<file path="src/include/periph_consts.svh">
// ================================================
// widths, defaults and bus constants of the UART block
// register indices are byte address bits [7:2]
// ================================================
`ifndef PERIPH_CONSTS_SVH
`define PERIPH_CONSTS_SVH

`define UART_BAUD_DEFAULT     54            // clocks per bit out of reset
`define UART_BAUD_W           16
`define UART_FIFO_DEPTH_LOG2  4             // 16 entries per FIFO
`define UART_ENTRY_W          9             // error flag + byte

`define AXI_ADDR_W            8
`define AXI_DATA_W            32

`define LED_W                 8
`define DIP_W                 16

`define REG_BAD_DATA          32'hDEADBEEF  // unmapped read word

`endif

</file>
<file path="src/source/periph_pkg.sv">
// ================================================
// state, register index and response encodings
// ================================================
package periph_pkg;

   typedef enum logic [1:0] {UTX_IDLE, UTX_POP, UTX_START, UTX_BUSY} utx_state_e;

   typedef enum logic [1:0] {URX_IDLE, URX_START, URX_DATA, URX_STOP} urx_state_e;

   // word index, byte address is index * 4
   typedef enum logic [5:0] {
      REG_TXDATA = 6'd0,     // 0x00
      REG_RXDATA = 6'd1,     // 0x04
      REG_RXPOP  = 6'd2,     // 0x08
      REG_BAUD   = 6'd3,     // 0x0C
      REG_STATUS = 6'd4,     // 0x10
      REG_LED    = 6'd5,     // 0x14
      REG_DIP    = 6'd6      // 0x18, last mapped index
   } reg_addr_e;

   typedef enum logic [1:0] {
      AXI_OKAY   = 2'b00,
      AXI_SLVERR = 2'b10
   } axi_resp_e;

endpackage

</file>
<file path="src/source/sync_fifo.sv">
// ================================================
// first-word-fall-through FIFO, head valid when not empty
// push when full and pop when empty are ignored
// ================================================
`timescale 1ns/10ps

module sync_fifo
#(
   parameter int WIDTH      = 9,
   parameter int DEPTH_LOG2 = 4
)
(
   input  logic                 msoc_clk,
   input  logic                 rstn,
   input  logic                 push_i,
   input  logic [WIDTH-1:0]     data_i,
   input  logic                 pop_i,
   output logic [WIDTH-1:0]     head_o,
   output logic [DEPTH_LOG2:0]  count_o,
   output logic                 full_o,
   output logic                 empty_o
);

   logic [WIDTH-1:0]      mem [2**DEPTH_LOG2];
   logic [DEPTH_LOG2-1:0] wptr, rptr;
   logic                  do_push, do_pop;

   assign full_o  = count_o[DEPTH_LOG2];   // count equals depth
   assign empty_o = count_o == '0;
   assign do_push = push_i & ~full_o;
   assign do_pop  = pop_i & ~empty_o;
   assign head_o  = mem[rptr];

   always_ff @(posedge msoc_clk)
      if (do_push)
         mem[wptr] <= data_i;

   always_ff @(posedge msoc_clk or negedge rstn)
      if (!rstn)
      begin
         wptr    <= '0;
         rptr    <= '0;
         count_o <= '0;
      end
      else
      begin
         if (do_push)
            wptr <= wptr + 1'b1;   // wraps at depth
         if (do_pop)
            rptr <= rptr + 1'b1;
         count_o <= count_o + (DEPTH_LOG2+1)'(do_push) - (DEPTH_LOG2+1)'(do_pop);
      end

endmodule

</file>
<file path="src/source/axil_slave.sv">
// ================================================
// AXI4-Lite slave, one write and one read outstanding
// bvalid two cycles after the write strobe, rvalid two after AR
// ================================================
`timescale 1ns/10ps
`include "periph_consts.svh"

module axil_slave
(
   input  logic                    msoc_clk,
   input  logic                    rstn,
   input  logic [`AXI_ADDR_W-1:0]  awaddr_i,
   input  logic                    awvalid_i,
   output logic                    awready_o,
   input  logic [`AXI_DATA_W-1:0]  wdata_i,
   input  logic                    wvalid_i,
   output logic                    wready_o,
   output logic [1:0]              bresp_o,
   output logic                    bvalid_o,
   input  logic                    bready_i,
   input  logic [`AXI_ADDR_W-1:0]  araddr_i,
   input  logic                    arvalid_i,
   output logic                    arready_o,
   output logic [`AXI_DATA_W-1:0]  rdata_o,
   output logic [1:0]              rresp_o,
   output logic                    rvalid_o,
   input  logic                    rready_i,
   output logic                    reg_wr_o,
   output logic                    reg_rd_o,
   output logic [`AXI_ADDR_W-3:0]  reg_widx_o,
   output logic [`AXI_ADDR_W-3:0]  reg_ridx_o,
   output logic [`AXI_DATA_W-1:0]  reg_wdata_o,
   input  logic [`AXI_DATA_W-1:0]  reg_rdata_i,
   input  logic                    reg_decerr_i
);

   logic                   aw_got, w_got;   // channel captured
   logic                   wr_q, rd_q;      // strobes delayed one cycle
   logic [`AXI_ADDR_W-3:0] widx_q;
   logic [`AXI_DATA_W-1:0] wdata_q;
   logic [`AXI_DATA_W-1:0] rdata_q;
   periph_pkg::axi_resp_e  bresp_q, rresp_q;

   assign reg_rd_o    = arvalid_i & arready_o;
   assign reg_ridx_o  = araddr_i[`AXI_ADDR_W-1:2];
   assign reg_wr_o    = aw_got & w_got & ~reg_rd_o;   // yields to a read strobe
   assign reg_widx_o  = widx_q;
   assign reg_wdata_o = wdata_q;
   assign bresp_o     = bresp_q;
   assign rresp_o     = rresp_q;
   assign rdata_o     = rdata_q;

   always_ff @(posedge msoc_clk or negedge rstn)
      if (!rstn)
      begin
         awready_o <= 1'b0;
         wready_o  <= 1'b0;
         aw_got    <= 1'b0;
         w_got     <= 1'b0;
         wr_q      <= 1'b0;
         bvalid_o  <= 1'b0;
         bresp_q   <= periph_pkg::AXI_OKAY;
         arready_o <= 1'b0;
         rd_q      <= 1'b0;
         rvalid_o  <= 1'b0;
         rresp_q   <= periph_pkg::AXI_OKAY;
      end
      else
      begin
         wr_q <= reg_wr_o;
         rd_q <= reg_rd_o;
         if (awready_o && awvalid_i)
         begin
            awready_o <= 1'b0;
            aw_got    <= 1'b1;
         end
         else if (!aw_got && !wr_q && !bvalid_o)
            awready_o <= 1'b1;
         if (wready_o && wvalid_i)
         begin
            wready_o <= 1'b0;
            w_got    <= 1'b1;
         end
         else if (!w_got && !wr_q && !bvalid_o)
            wready_o <= 1'b1;
         if (reg_wr_o)
         begin
            aw_got <= 1'b0;
            w_got  <= 1'b0;
         end
         if (wr_q)
         begin
            bvalid_o <= 1'b1;
            bresp_q  <= reg_decerr_i ? periph_pkg::AXI_SLVERR : periph_pkg::AXI_OKAY;
         end
         else if (bvalid_o && bready_i)
            bvalid_o <= 1'b0;
         if (reg_rd_o)
            arready_o <= 1'b0;
         else if (!rd_q && !rvalid_o)
            arready_o <= 1'b1;   // no read pending
         if (rd_q)
         begin
            rvalid_o <= 1'b1;
            rresp_q  <= reg_decerr_i ? periph_pkg::AXI_SLVERR : periph_pkg::AXI_OKAY;
         end
         else if (rvalid_o && rready_i)
            rvalid_o <= 1'b0;
      end

   always_ff @(posedge msoc_clk)
   begin
      if (awready_o && awvalid_i)
         widx_q <= awaddr_i[`AXI_ADDR_W-1:2];
      if (wready_o && wvalid_i)
         wdata_q <= wdata_i;
      if (rd_q)
         rdata_q <= reg_rdata_i;   // held until rready
   end

endmodule

</file>
<file path="src/source/uart_regs.sv">
// ================================================
// register map, read word and decode error one cycle late
// write and read strobes never come in the same cycle
// ================================================
`timescale 1ns/10ps
`include "periph_consts.svh"

module uart_regs
(
   input  logic                            msoc_clk,
   input  logic                            rstn,
   input  logic                            reg_wr_i,
   input  logic                            reg_rd_i,
   input  logic [`AXI_ADDR_W-3:0]          reg_widx_i,
   input  logic [`AXI_ADDR_W-3:0]          reg_ridx_i,
   input  logic [`AXI_DATA_W-1:0]          reg_wdata_i,
   input  logic [`DIP_W-1:0]               dip_i,
   input  logic [`UART_FIFO_DEPTH_LOG2:0]  tx_count_i,
   input  logic                            tx_full_i,
   input  logic                            tx_empty_i,
   input  logic [`UART_ENTRY_W-1:0]        rx_head_i,
   input  logic [`UART_FIFO_DEPTH_LOG2:0]  rx_count_i,
   input  logic                            rx_full_i,
   input  logic                            rx_empty_i,
   output logic [`AXI_DATA_W-1:0]          reg_rdata_o,
   output logic                            reg_decerr_o,
   output logic                            tx_push_o,
   output logic [7:0]                      tx_data_o,
   output logic                            rx_pop_o,
   output logic [`UART_BAUD_W-1:0]         baud_o,
   output logic [`LED_W-1:0]               led_o
);

   periph_pkg::reg_addr_e  widx, ridx;
   logic [`DIP_W-1:0]      dip_q;
   logic [`AXI_DATA_W-1:0] rd_word;

   assign widx      = periph_pkg::reg_addr_e'(reg_widx_i);
   assign ridx      = periph_pkg::reg_addr_e'(reg_ridx_i);
   assign tx_push_o = reg_wr_i && widx == periph_pkg::REG_TXDATA;   // dropped by FIFO when full
   assign tx_data_o = reg_wdata_i[7:0];
   assign rx_pop_o  = reg_wr_i && widx == periph_pkg::REG_RXPOP;

   always_comb
   begin
      rd_word = '0;
      case (ridx)
         periph_pkg::REG_RXDATA: rd_word[9:0] = {rx_empty_i, rx_head_i};
         periph_pkg::REG_BAUD:   rd_word[`UART_BAUD_W-1:0] = baud_o;
         periph_pkg::REG_STATUS:
            rd_word[13:0] = {rx_count_i, tx_count_i, rx_full_i, rx_empty_i,
                             tx_full_i, tx_empty_i};
         periph_pkg::REG_LED:    rd_word[`LED_W-1:0] = led_o;
         periph_pkg::REG_DIP:    rd_word[`DIP_W-1:0] = dip_q;
         periph_pkg::REG_TXDATA,
         periph_pkg::REG_RXPOP:  rd_word = '0;   // write-only
         default:                rd_word = `REG_BAD_DATA;
      endcase
   end

   always_ff @(posedge msoc_clk or negedge rstn)
      if (!rstn)
      begin
         baud_o       <= `UART_BAUD_DEFAULT;
         led_o        <= '0;
         dip_q        <= '0;
         reg_decerr_o <= 1'b0;
      end
      else
      begin
         dip_q <= dip_i;
         // indices are contiguous up to REG_DIP
         if (reg_rd_i)
            reg_decerr_o <= reg_ridx_i > periph_pkg::REG_DIP;
         else if (reg_wr_i)
            reg_decerr_o <= reg_widx_i > periph_pkg::REG_DIP;
         if (reg_wr_i && widx == periph_pkg::REG_BAUD)
            baud_o <= reg_wdata_i[`UART_BAUD_W-1:0];   // used from the next frame
         if (reg_wr_i && widx == periph_pkg::REG_LED)
            led_o <= reg_wdata_i[`LED_W-1:0];
      end

   always_ff @(posedge msoc_clk)
      if (reg_rd_i)
         reg_rdata_o <= rd_word;

endmodule

</file>
<file path="src/source/uart_tx.sv">
// ================================================
// 8N1 transmitter, LSB first, line high when idle
// baud is taken once per frame
// ================================================
`timescale 1ns/10ps
`include "periph_consts.svh"

module uart_tx
(
   input  logic                    msoc_clk,
   input  logic                    rstn,
   input  logic [`UART_BAUD_W-1:0] baud_i,
   input  logic                    fifo_empty_i,
   input  logic [7:0]              fifo_data_i,
   output logic                    fifo_pop_o,
   output logic                    tx_o
);

   periph_pkg::utx_state_e  state_q;
   logic [`UART_BAUD_W-1:0] bit_baud;   // clocks per bit for this frame
   logic [`UART_BAUD_W-1:0] cnt;
   logic [3:0]              bitn;
   logic [9:0]              frame;      // stop, data, start
   logic                    bit_end;

   assign fifo_pop_o = state_q == periph_pkg::UTX_POP;
   assign tx_o       = (state_q == periph_pkg::UTX_BUSY) ? frame[0] : 1'b1;
   assign bit_end    = cnt == bit_baud - 1'b1;

   always_ff @(posedge msoc_clk or negedge rstn)
      if (!rstn)
      begin
         state_q <= periph_pkg::UTX_IDLE;
         cnt     <= '0;
         bitn    <= '0;
      end
      else
         case (state_q)
            periph_pkg::UTX_IDLE:
               if (!fifo_empty_i)
                  state_q <= periph_pkg::UTX_POP;
            periph_pkg::UTX_POP:
               state_q <= periph_pkg::UTX_START;
            periph_pkg::UTX_START:
            begin
               cnt     <= '0;
               bitn    <= '0;
               state_q <= periph_pkg::UTX_BUSY;
            end
            default:
               if (bit_end)
               begin
                  cnt  <= '0;
                  bitn <= bitn + 1'b1;
                  if (bitn == 4'd9)   // stop bit done
                     state_q <= periph_pkg::UTX_IDLE;
               end
               else
                  cnt <= cnt + 1'b1;
         endcase

   always_ff @(posedge msoc_clk)
      if (state_q == periph_pkg::UTX_POP)
      begin
         frame    <= {1'b1, fifo_data_i, 1'b0};
         bit_baud <= baud_i;
      end
      else if (state_q == periph_pkg::UTX_BUSY && bit_end)
         frame <= {1'b1, frame[9:1]};

endmodule

</file>
<file path="src/source/uart_rx.sv">
// ================================================
// 8N1 receiver behind a 3-sample majority filter (2 cycles)
// entry is pushed mid stop bit, bit 8 set on a low stop bit
// ================================================
`timescale 1ns/10ps
`include "periph_consts.svh"

module uart_rx
(
   input  logic                     msoc_clk,
   input  logic                     rstn,
   input  logic [`UART_BAUD_W-1:0]  baud_i,
   input  logic                     rx_i,
   output logic                     push_o,
   output logic [`UART_ENTRY_W-1:0] entry_o
);

   periph_pkg::urx_state_e  state_q;
   logic [2:0]              filt;
   logic                    maj, maj_q;
   logic [`UART_BAUD_W-1:0] bit_baud;
   logic [`UART_BAUD_W-1:0] cnt;
   logic [2:0]              bitn;
   logic [7:0]              shreg;
   logic                    bit_end;

   assign maj     = (filt[0] & filt[1]) | (filt[1] & filt[2]) | (filt[0] & filt[2]);
   assign bit_end = cnt == bit_baud - 1'b1;
   assign push_o  = state_q == periph_pkg::URX_STOP && bit_end;
   assign entry_o = {~maj, shreg};   // framing error when stop samples low

   always_ff @(posedge msoc_clk or negedge rstn)
      if (!rstn)
      begin
         filt    <= 3'b111;   // idle line
         maj_q   <= 1'b1;
         state_q <= periph_pkg::URX_IDLE;
         cnt     <= '0;
         bitn    <= '0;
      end
      else
      begin
         filt  <= {filt[1:0], rx_i};
         maj_q <= maj;
         case (state_q)
            periph_pkg::URX_IDLE:
               if (maj_q && !maj)   // falling edge of start bit
               begin
                  cnt     <= '0;
                  state_q <= periph_pkg::URX_START;
               end
            periph_pkg::URX_START:
               if (cnt == bit_baud >> 1)
               begin
                  cnt     <= '0;
                  bitn    <= '0;
                  state_q <= maj ? periph_pkg::URX_IDLE : periph_pkg::URX_DATA;
               end
               else
                  cnt <= cnt + 1'b1;
            periph_pkg::URX_DATA:
               if (bit_end)
               begin
                  cnt  <= '0;
                  bitn <= bitn + 1'b1;
                  if (bitn == 3'd7)
                     state_q <= periph_pkg::URX_STOP;
               end
               else
                  cnt <= cnt + 1'b1;
            default:
               if (bit_end)
                  state_q <= periph_pkg::URX_IDLE;
               else
                  cnt <= cnt + 1'b1;
         endcase
      end

   always_ff @(posedge msoc_clk)
   begin
      if (state_q == periph_pkg::URX_IDLE)
         bit_baud <= baud_i;   // frozen once the start edge is seen
      if (state_q == periph_pkg::URX_DATA && bit_end)
         shreg <= {maj, shreg[7:1]};   // LSB arrives first
   end

endmodule

</file>
<file path="src/source/periph_uart_top.sv">
// ================================================
// AXI4-Lite UART peripheral, one write and one read in flight
// wstrb is not used, registers are always written whole
// ================================================
`timescale 1ns/10ps
`include "periph_consts.svh"

module periph_uart_top
(
   input  logic                      msoc_clk,
   input  logic                      rstn,
   input  logic [`AXI_ADDR_W-1:0]    awaddr_i,
   input  logic                      awvalid_i,
   output logic                      awready_o,
   input  logic [`AXI_DATA_W-1:0]    wdata_i,
   input  logic [`AXI_DATA_W/8-1:0]  wstrb_i,
   input  logic                      wvalid_i,
   output logic                      wready_o,
   output logic [1:0]                bresp_o,
   output logic                      bvalid_o,
   input  logic                      bready_i,
   input  logic [`AXI_ADDR_W-1:0]    araddr_i,
   input  logic                      arvalid_i,
   output logic                      arready_o,
   output logic [`AXI_DATA_W-1:0]    rdata_o,
   output logic [1:0]                rresp_o,
   output logic                      rvalid_o,
   input  logic                      rready_i,
   input  logic                      uart_rx_i,
   output logic                      uart_tx_o,
   output logic                      uart_irq_o,
   output logic [`LED_W-1:0]         led_o,
   input  logic [`DIP_W-1:0]         dip_i
);

   logic                           reg_wr;
   logic                           reg_rd;
   logic                           reg_decerr;
   logic [`AXI_ADDR_W-3:0]         reg_widx;
   logic [`AXI_ADDR_W-3:0]         reg_ridx;
   logic [`AXI_DATA_W-1:0]         reg_wdata;
   logic [`AXI_DATA_W-1:0]         reg_rdata;
   logic                           tx_push, tx_pop, tx_full, tx_empty;
   logic [7:0]                     tx_data, tx_head;
   logic                           rx_push, rx_pop, rx_full, rx_empty;
   logic [`UART_ENTRY_W-1:0]       rx_entry, rx_head;
   logic [`UART_FIFO_DEPTH_LOG2:0] tx_count, rx_count;
   logic [`UART_BAUD_W-1:0]        baud;

   assign uart_irq_o = ~rx_empty;   // level, follows the rx FIFO

   axil_slave u_axil (
      .msoc_clk, .rstn,
      .awaddr_i, .awvalid_i, .awready_o,
      .wdata_i, .wvalid_i, .wready_o,
      .bresp_o, .bvalid_o, .bready_i,
      .araddr_i, .arvalid_i, .arready_o,
      .rdata_o, .rresp_o, .rvalid_o, .rready_i,
      .reg_wr_o(reg_wr), .reg_rd_o(reg_rd),
      .reg_widx_o(reg_widx), .reg_ridx_o(reg_ridx),
      .reg_wdata_o(reg_wdata),
      .reg_rdata_i(reg_rdata), .reg_decerr_i(reg_decerr)
   );

   uart_regs u_regs (
      .msoc_clk, .rstn,
      .reg_wr_i(reg_wr), .reg_rd_i(reg_rd),
      .reg_widx_i(reg_widx), .reg_ridx_i(reg_ridx),
      .reg_wdata_i(reg_wdata), .dip_i,
      .tx_count_i(tx_count), .tx_full_i(tx_full), .tx_empty_i(tx_empty),
      .rx_head_i(rx_head), .rx_count_i(rx_count),
      .rx_full_i(rx_full), .rx_empty_i(rx_empty),
      .reg_rdata_o(reg_rdata), .reg_decerr_o(reg_decerr),
      .tx_push_o(tx_push), .tx_data_o(tx_data), .rx_pop_o(rx_pop),
      .baud_o(baud), .led_o
   );

   sync_fifo #(.WIDTH(8), .DEPTH_LOG2(`UART_FIFO_DEPTH_LOG2)) tx_fifo (
      .msoc_clk, .rstn,
      .push_i(tx_push), .data_i(tx_data), .pop_i(tx_pop),
      .head_o(tx_head), .count_o(tx_count), .full_o(tx_full), .empty_o(tx_empty)
   );

   sync_fifo #(.WIDTH(`UART_ENTRY_W), .DEPTH_LOG2(`UART_FIFO_DEPTH_LOG2)) rx_fifo (
      .msoc_clk, .rstn,
      .push_i(rx_push), .data_i(rx_entry), .pop_i(rx_pop),
      .head_o(rx_head), .count_o(rx_count), .full_o(rx_full), .empty_o(rx_empty)
   );

   uart_tx u_tx (
      .msoc_clk, .rstn, .baud_i(baud),
      .fifo_empty_i(tx_empty), .fifo_data_i(tx_head),
      .fifo_pop_o(tx_pop), .tx_o(uart_tx_o)
   );

   uart_rx u_rx (
      .msoc_clk, .rstn, .baud_i(baud), .rx_i(uart_rx_i),
      .push_o(rx_push), .entry_o(rx_entry)
   );

endmodule

</file>
<file path="config.mk">
export PLATFORM = sky130hd
export DESIGN_NAME = periph_uart_top
export DESIGN_NICKNAME = d
export VERILOG_FILES = /design/src/source/periph_pkg.sv /design/src/source/sync_fifo.sv /design/src/source/axil_slave.sv /design/src/source/uart_regs.sv /design/src/source/uart_tx.sv /design/src/source/uart_rx.sv /design/src/source/periph_uart_top.sv
export VERILOG_INCLUDE_DIRS = /design/src /design/src/include
export SDC_FILE = /design/constraint.sdc
export NUM_CORES = 1
export LEC_CHECK = 0
export BUFFER_PORTS_ARGS = -buffer_cell sky130_fd_sc_hd__buf_2
export CORE_AREA = 5 5 214 216
export CTS_BUF_LIST = sky130_fd_sc_hd__clkbuf_8
export DETAILED_ROUTE_END_ITERATION = 6
export DIE_AREA = 0 0 219 221
export GPL_ROUTABILITY_DRIVEN = 0
export PLACE_DENSITY = 0.67
export SYNTH_ARGS = -nofsm -noshare
export SYNTH_HDL_FRONTEND = slang
export SYNTH_SLANG_ARGS = --single-unit
</file>
<file path="constraint.sdc">
create_clock -name msoc_clk -period 9.55 [get_ports msoc_clk]
set_clock_uncertainty 0.15 [all_clocks]
set_input_delay 1.91 -clock msoc_clk [delete_from_list [all_inputs] [get_ports msoc_clk]]
set_output_delay 1.91 -clock msoc_clk [all_outputs]
set_load 0.1 [all_outputs]
</file>
==> impl_metrics.py <==
metrics = {
    "status": {
        "status": "completed",
    },
    "synth": {
        "ys.flop_type": "edfxtp_1",
        "syn_avg_cell_area_um2": 15.77,
        "yosys-top-cells-area": "edfxtp_1, dfrtp_1, mux4_2, ha_1, xnor2_1",
        "synthArstFlopShare_pct": 24.90,
        "ys_seq_area_share_pct": 67.35,
        "synth_cells": 1360,
        "syn_area_um2": 21450,
        "synth-seq-cells": 502,
        "synthDistinctLibCells": 77,
        "yosysWarnings": 0,
        "synth_top_area_share_pct": 52.63,
        "synth_edf_count": 376,
        "synth_area_leader_cell": "edfxtp_1",
    },
    "floorplan": {
        "die_h_um": 221,
        "fp.coreArea_um2": 43740,
        "rows": 77,
        "ios": 127,
        "die_w_um": 219,
        "initial_utilization_pct": 49.04,
        "die_area_um2": 48400,
    },
    "global_routing": {
        "grt_pass1_vias": 12099,
        "antenna_found_initial": 3,
        "grt_overflow": 0,
        "grt_max_degree": 66,
        "grt_use_total_pct": 19.18,
        "grt_pass1_wl_mm": 71.19,
    },
    "clock_tree": {
        "cts.clk_slew.worst_paths_ps": 60,
        "cts_tree": "done",
        "cts_buffer_depth": 3,
        "clkLatencyLatePin_ps": 660,
        "clockRootBuffer": "clkbuf_8",
        "cts.repair.resized": 0,
        "clock_sinks": 502,
        "cts_setup_buffers": 0,
        "cts_max_level": 3,
        "cts_hold_buf": 0,
        "numCtsBuffers": 82,
    },
    "final_layout": {
        "area_growth_pct": 12.30,
        "fin_area_um2": 24090,
        "instances_no_fill": 2148,
        "layout-drive-gt1-share_pct": 23.99,
        "nets": 1603,
        "final_util_pct": 55.07,
    },
    "place": {
        "dpl.cell_count": 1994,
        "port_buffers": 95,
        "dpl.hpwl_mm": 30.58,
        "placed_area_um2": 22470,
    },
    "timing": {
        "tightest_slew_ps": 1241,
        "rsz0062_at_grt": "no",
        "slew_viol_final": 0,
        "finalSetupViolCount": 0,
        "fmax_mhz": 213.7,
        "timing.final.crit_share_pct": 48.99,
        "post-route-min-period_ps": 4679,
        "maxSlewHeadroom_pct": 16.66,
        "final_hold_viol_count": 0,
        "timing.setup.tns_ps": 0,
    },
    "setup_path": {
        "rr_worst_depth": 7,
        "crit_fanout": 15,
        "worstSetupStartpoint": "u_rx.bit_baud[3]$_DFFE_PP_",
        "cpPeakStageDelay_ps": 760,
        "critPathRequiredTime_ps": 9670,
        "critPathTopFamily": "simple AND/OR/NAND/NOR gates",
        "cp_cell_sequence": "or4_4, nor4_1, a21boi_1, o311ai_1, nand3_2, nor2_1, and4_1",
        "critical_path_buf_inv_count": 0,
        "rr_startpoint": "u_rx.bit_baud[3]$_DFFE_PP_",
        "worstSetupPathType": "reg -> reg",
        "r2r_slack_ps": 4870,
        "r2r-end": "rx_fifo.mem[13][8]$_DFFE_PP_",
        "crit_cells": 7,
        "arrival_ps": 4800,
        "cp-start-kind": "flop",
        "endpoint_kind": "flop",
        "critPathCapture": "rx_fifo.mem[13][8]$_DFFE_PP_",
        "worst_path_max_delay_cell": "nor2_1",
    },
    "pwr": {
        "p_total_uw": 5580,
        "p_leak_uw": 0.008804,
        "vdd_drop_max_v": 0.0001328,
        "power_density_nw_per_um2": 231.6,
    },
    "route": {
        "routed_via_density": 5.522,
        "dr.pass1.iters": 7,
        "met2_length_mm": 22.26,
        "drc": 0,
        "dr_wl_met3_mm": 2.807,
        "num_vias": 11861,
        "routed_wl_mm": 45.59,
        "wl_per_cell_um": 21.22,
        "wl_met1_mm": 19.09,
        "route.top_layer_used": "met5",
        "dr.first_iter.drc_count": 830,
        "ant_nets": 0,
    },
    "hold_path": {
        "hold_path_class": "reg -> reg",
    },
    "job": {
        "drv_cap": 0,
    },
}
-- state kept, by name, indices dropped and copies added (netlist names), 17 cells and up --
signal              count
u_axil.rdata_o         17
u_regs.reg_rdata_o     17
tx_fifo.mem           128
rx_fifo.mem           144
-- Yosys cell counts, drive strengths merged, types with 20 or more instances --
cell type / n
edfxtp: 376
dfrtp: 117
mux4: 85
nor2: 73
inv: 64
nand2: 59
xnor2: 54
a21oi: 42
buf: 41
ha: 39
clkbuf: 34
xor2: 33
mux2: 32
o21ai: 32
nand3: 28
nor3: 21
nand4: 20
-- kinds of logic (layout without fill, tap and decap cells) --
logic type                 Yosys count  after routing  synth area share (%)
AOI/OAI and AO/OA                  141            141                 4.404
xor gates and xnor gates            87             87                 3.552
adders and majority gates           41             41                 2.461
buffers and inverters              139            328                 2.858
DFF                                502            502                 67.35
muxes                              132            132                 11.30
other                                1              8               0.01748
and+or+nand+nor                    317            317                 8.049
-- how the worst min path moves through the flow --
stage | from | endpoint | slack, ps | cells after the start
6_report | u_rx.filt[1]$_DFF_PN1_ | u_rx.filt[2]$_DFF_PN1_ | 220 | 0
5_1_grt | u_rx.filt[1]$_DFF_PN1_ | u_rx.filt[2]$_DFF_PN1_ | 220 | 0
4_1_cts | u_rx.filt[1]$_DFF_PN1_ | u_rx.filt[2]$_DFF_PN1_ | 220 | 0
3_5_place_dp | u_rx.filt[1]$_DFF_PN1_ | u_rx.filt[2]$_DFF_PN1_ | 210 | 0
3_3_place_gp | u_rx.filt[1]$_DFF_PN1_ | u_rx.filt[2]$_DFF_PN1_ | 210 | 0
2_1_floorplan | u_rx.filt[1]$_DFF_PN1_ | u_rx.filt[2]$_DFF_PN1_ | 200 | 0
-- metrics by stage --
step / setup WS [ps] / hold slack [ps]
after global placement: 4761 / 206.0
after floorplan: 5003 / 204.0
after detailed placement: 4727 / 207.6
after global routing: 4597 / 224.1
final: 4871 / 217.4
after CTS: 4916 / 220.3
-- layer usage --
| metal | GRT usage, % | up-vias |
|---|---|---|
| met3 | 4.470 | 90 |
| met2 | 30.61 | 344 |
| met1 | 26.07 | 5997 |
| met4 | 6.888 | 4 |
| met5 | 0 | - |
| li1 | - | 5426 |
-- report_power, final --
| group | internal (uW) | total [uW] | switching [uW] |
|---|---|---|---|
| sequential | 2550 | 2760 | 213 |
| combinational | 344 | 1020 | 671 |
| clock | 956 | 1810 | 850 |
-- layout by cell type, fill, tap and decap left out, types with 5 or more instances in the layout --
cell type	instances
and4_1	12
dfrtp_1	113
nand3_1	27
nand2_1	59
buf_2	94
and2_1	12
and3_1	6
mux2_2	32
or4_1	8
a21oi_1	41
nor3_1	20
mux2i_1	15
o41ai_1	5
nand2b_1	19
nand4_1	20
nor4_1	11
or3_1	14
inv_1	102
mux4_2	85
clkbuf_8	93
xor2_1	33
o31ai_1	14
dfstp_2	8
o21ai_0	31
conb_1	7
xnor2_1	54
edfxtp_1	376
nor2_1	73
clkinv_2	10
buf_4	16
ha_1	39
a21o_1	8
-- area by class of cell --
| type | instances | area (um2) |
|---|---|---|
| clock inverters | 60 | 340.3 |
| multi-input cells | 725 | 6430 |
| inverters | 64 | 240.2 |
| well taps | 592 | 740.7 |
| diodes | 1 | 2.502 |
| flip-flops and latches | 502 | 14450 |
| repair buffers | 111 | 601.8 |
| clock buffers | 93 | 1280 |
| fillers | 3523 | 19650 |
(Power assumes the default switching activity.)
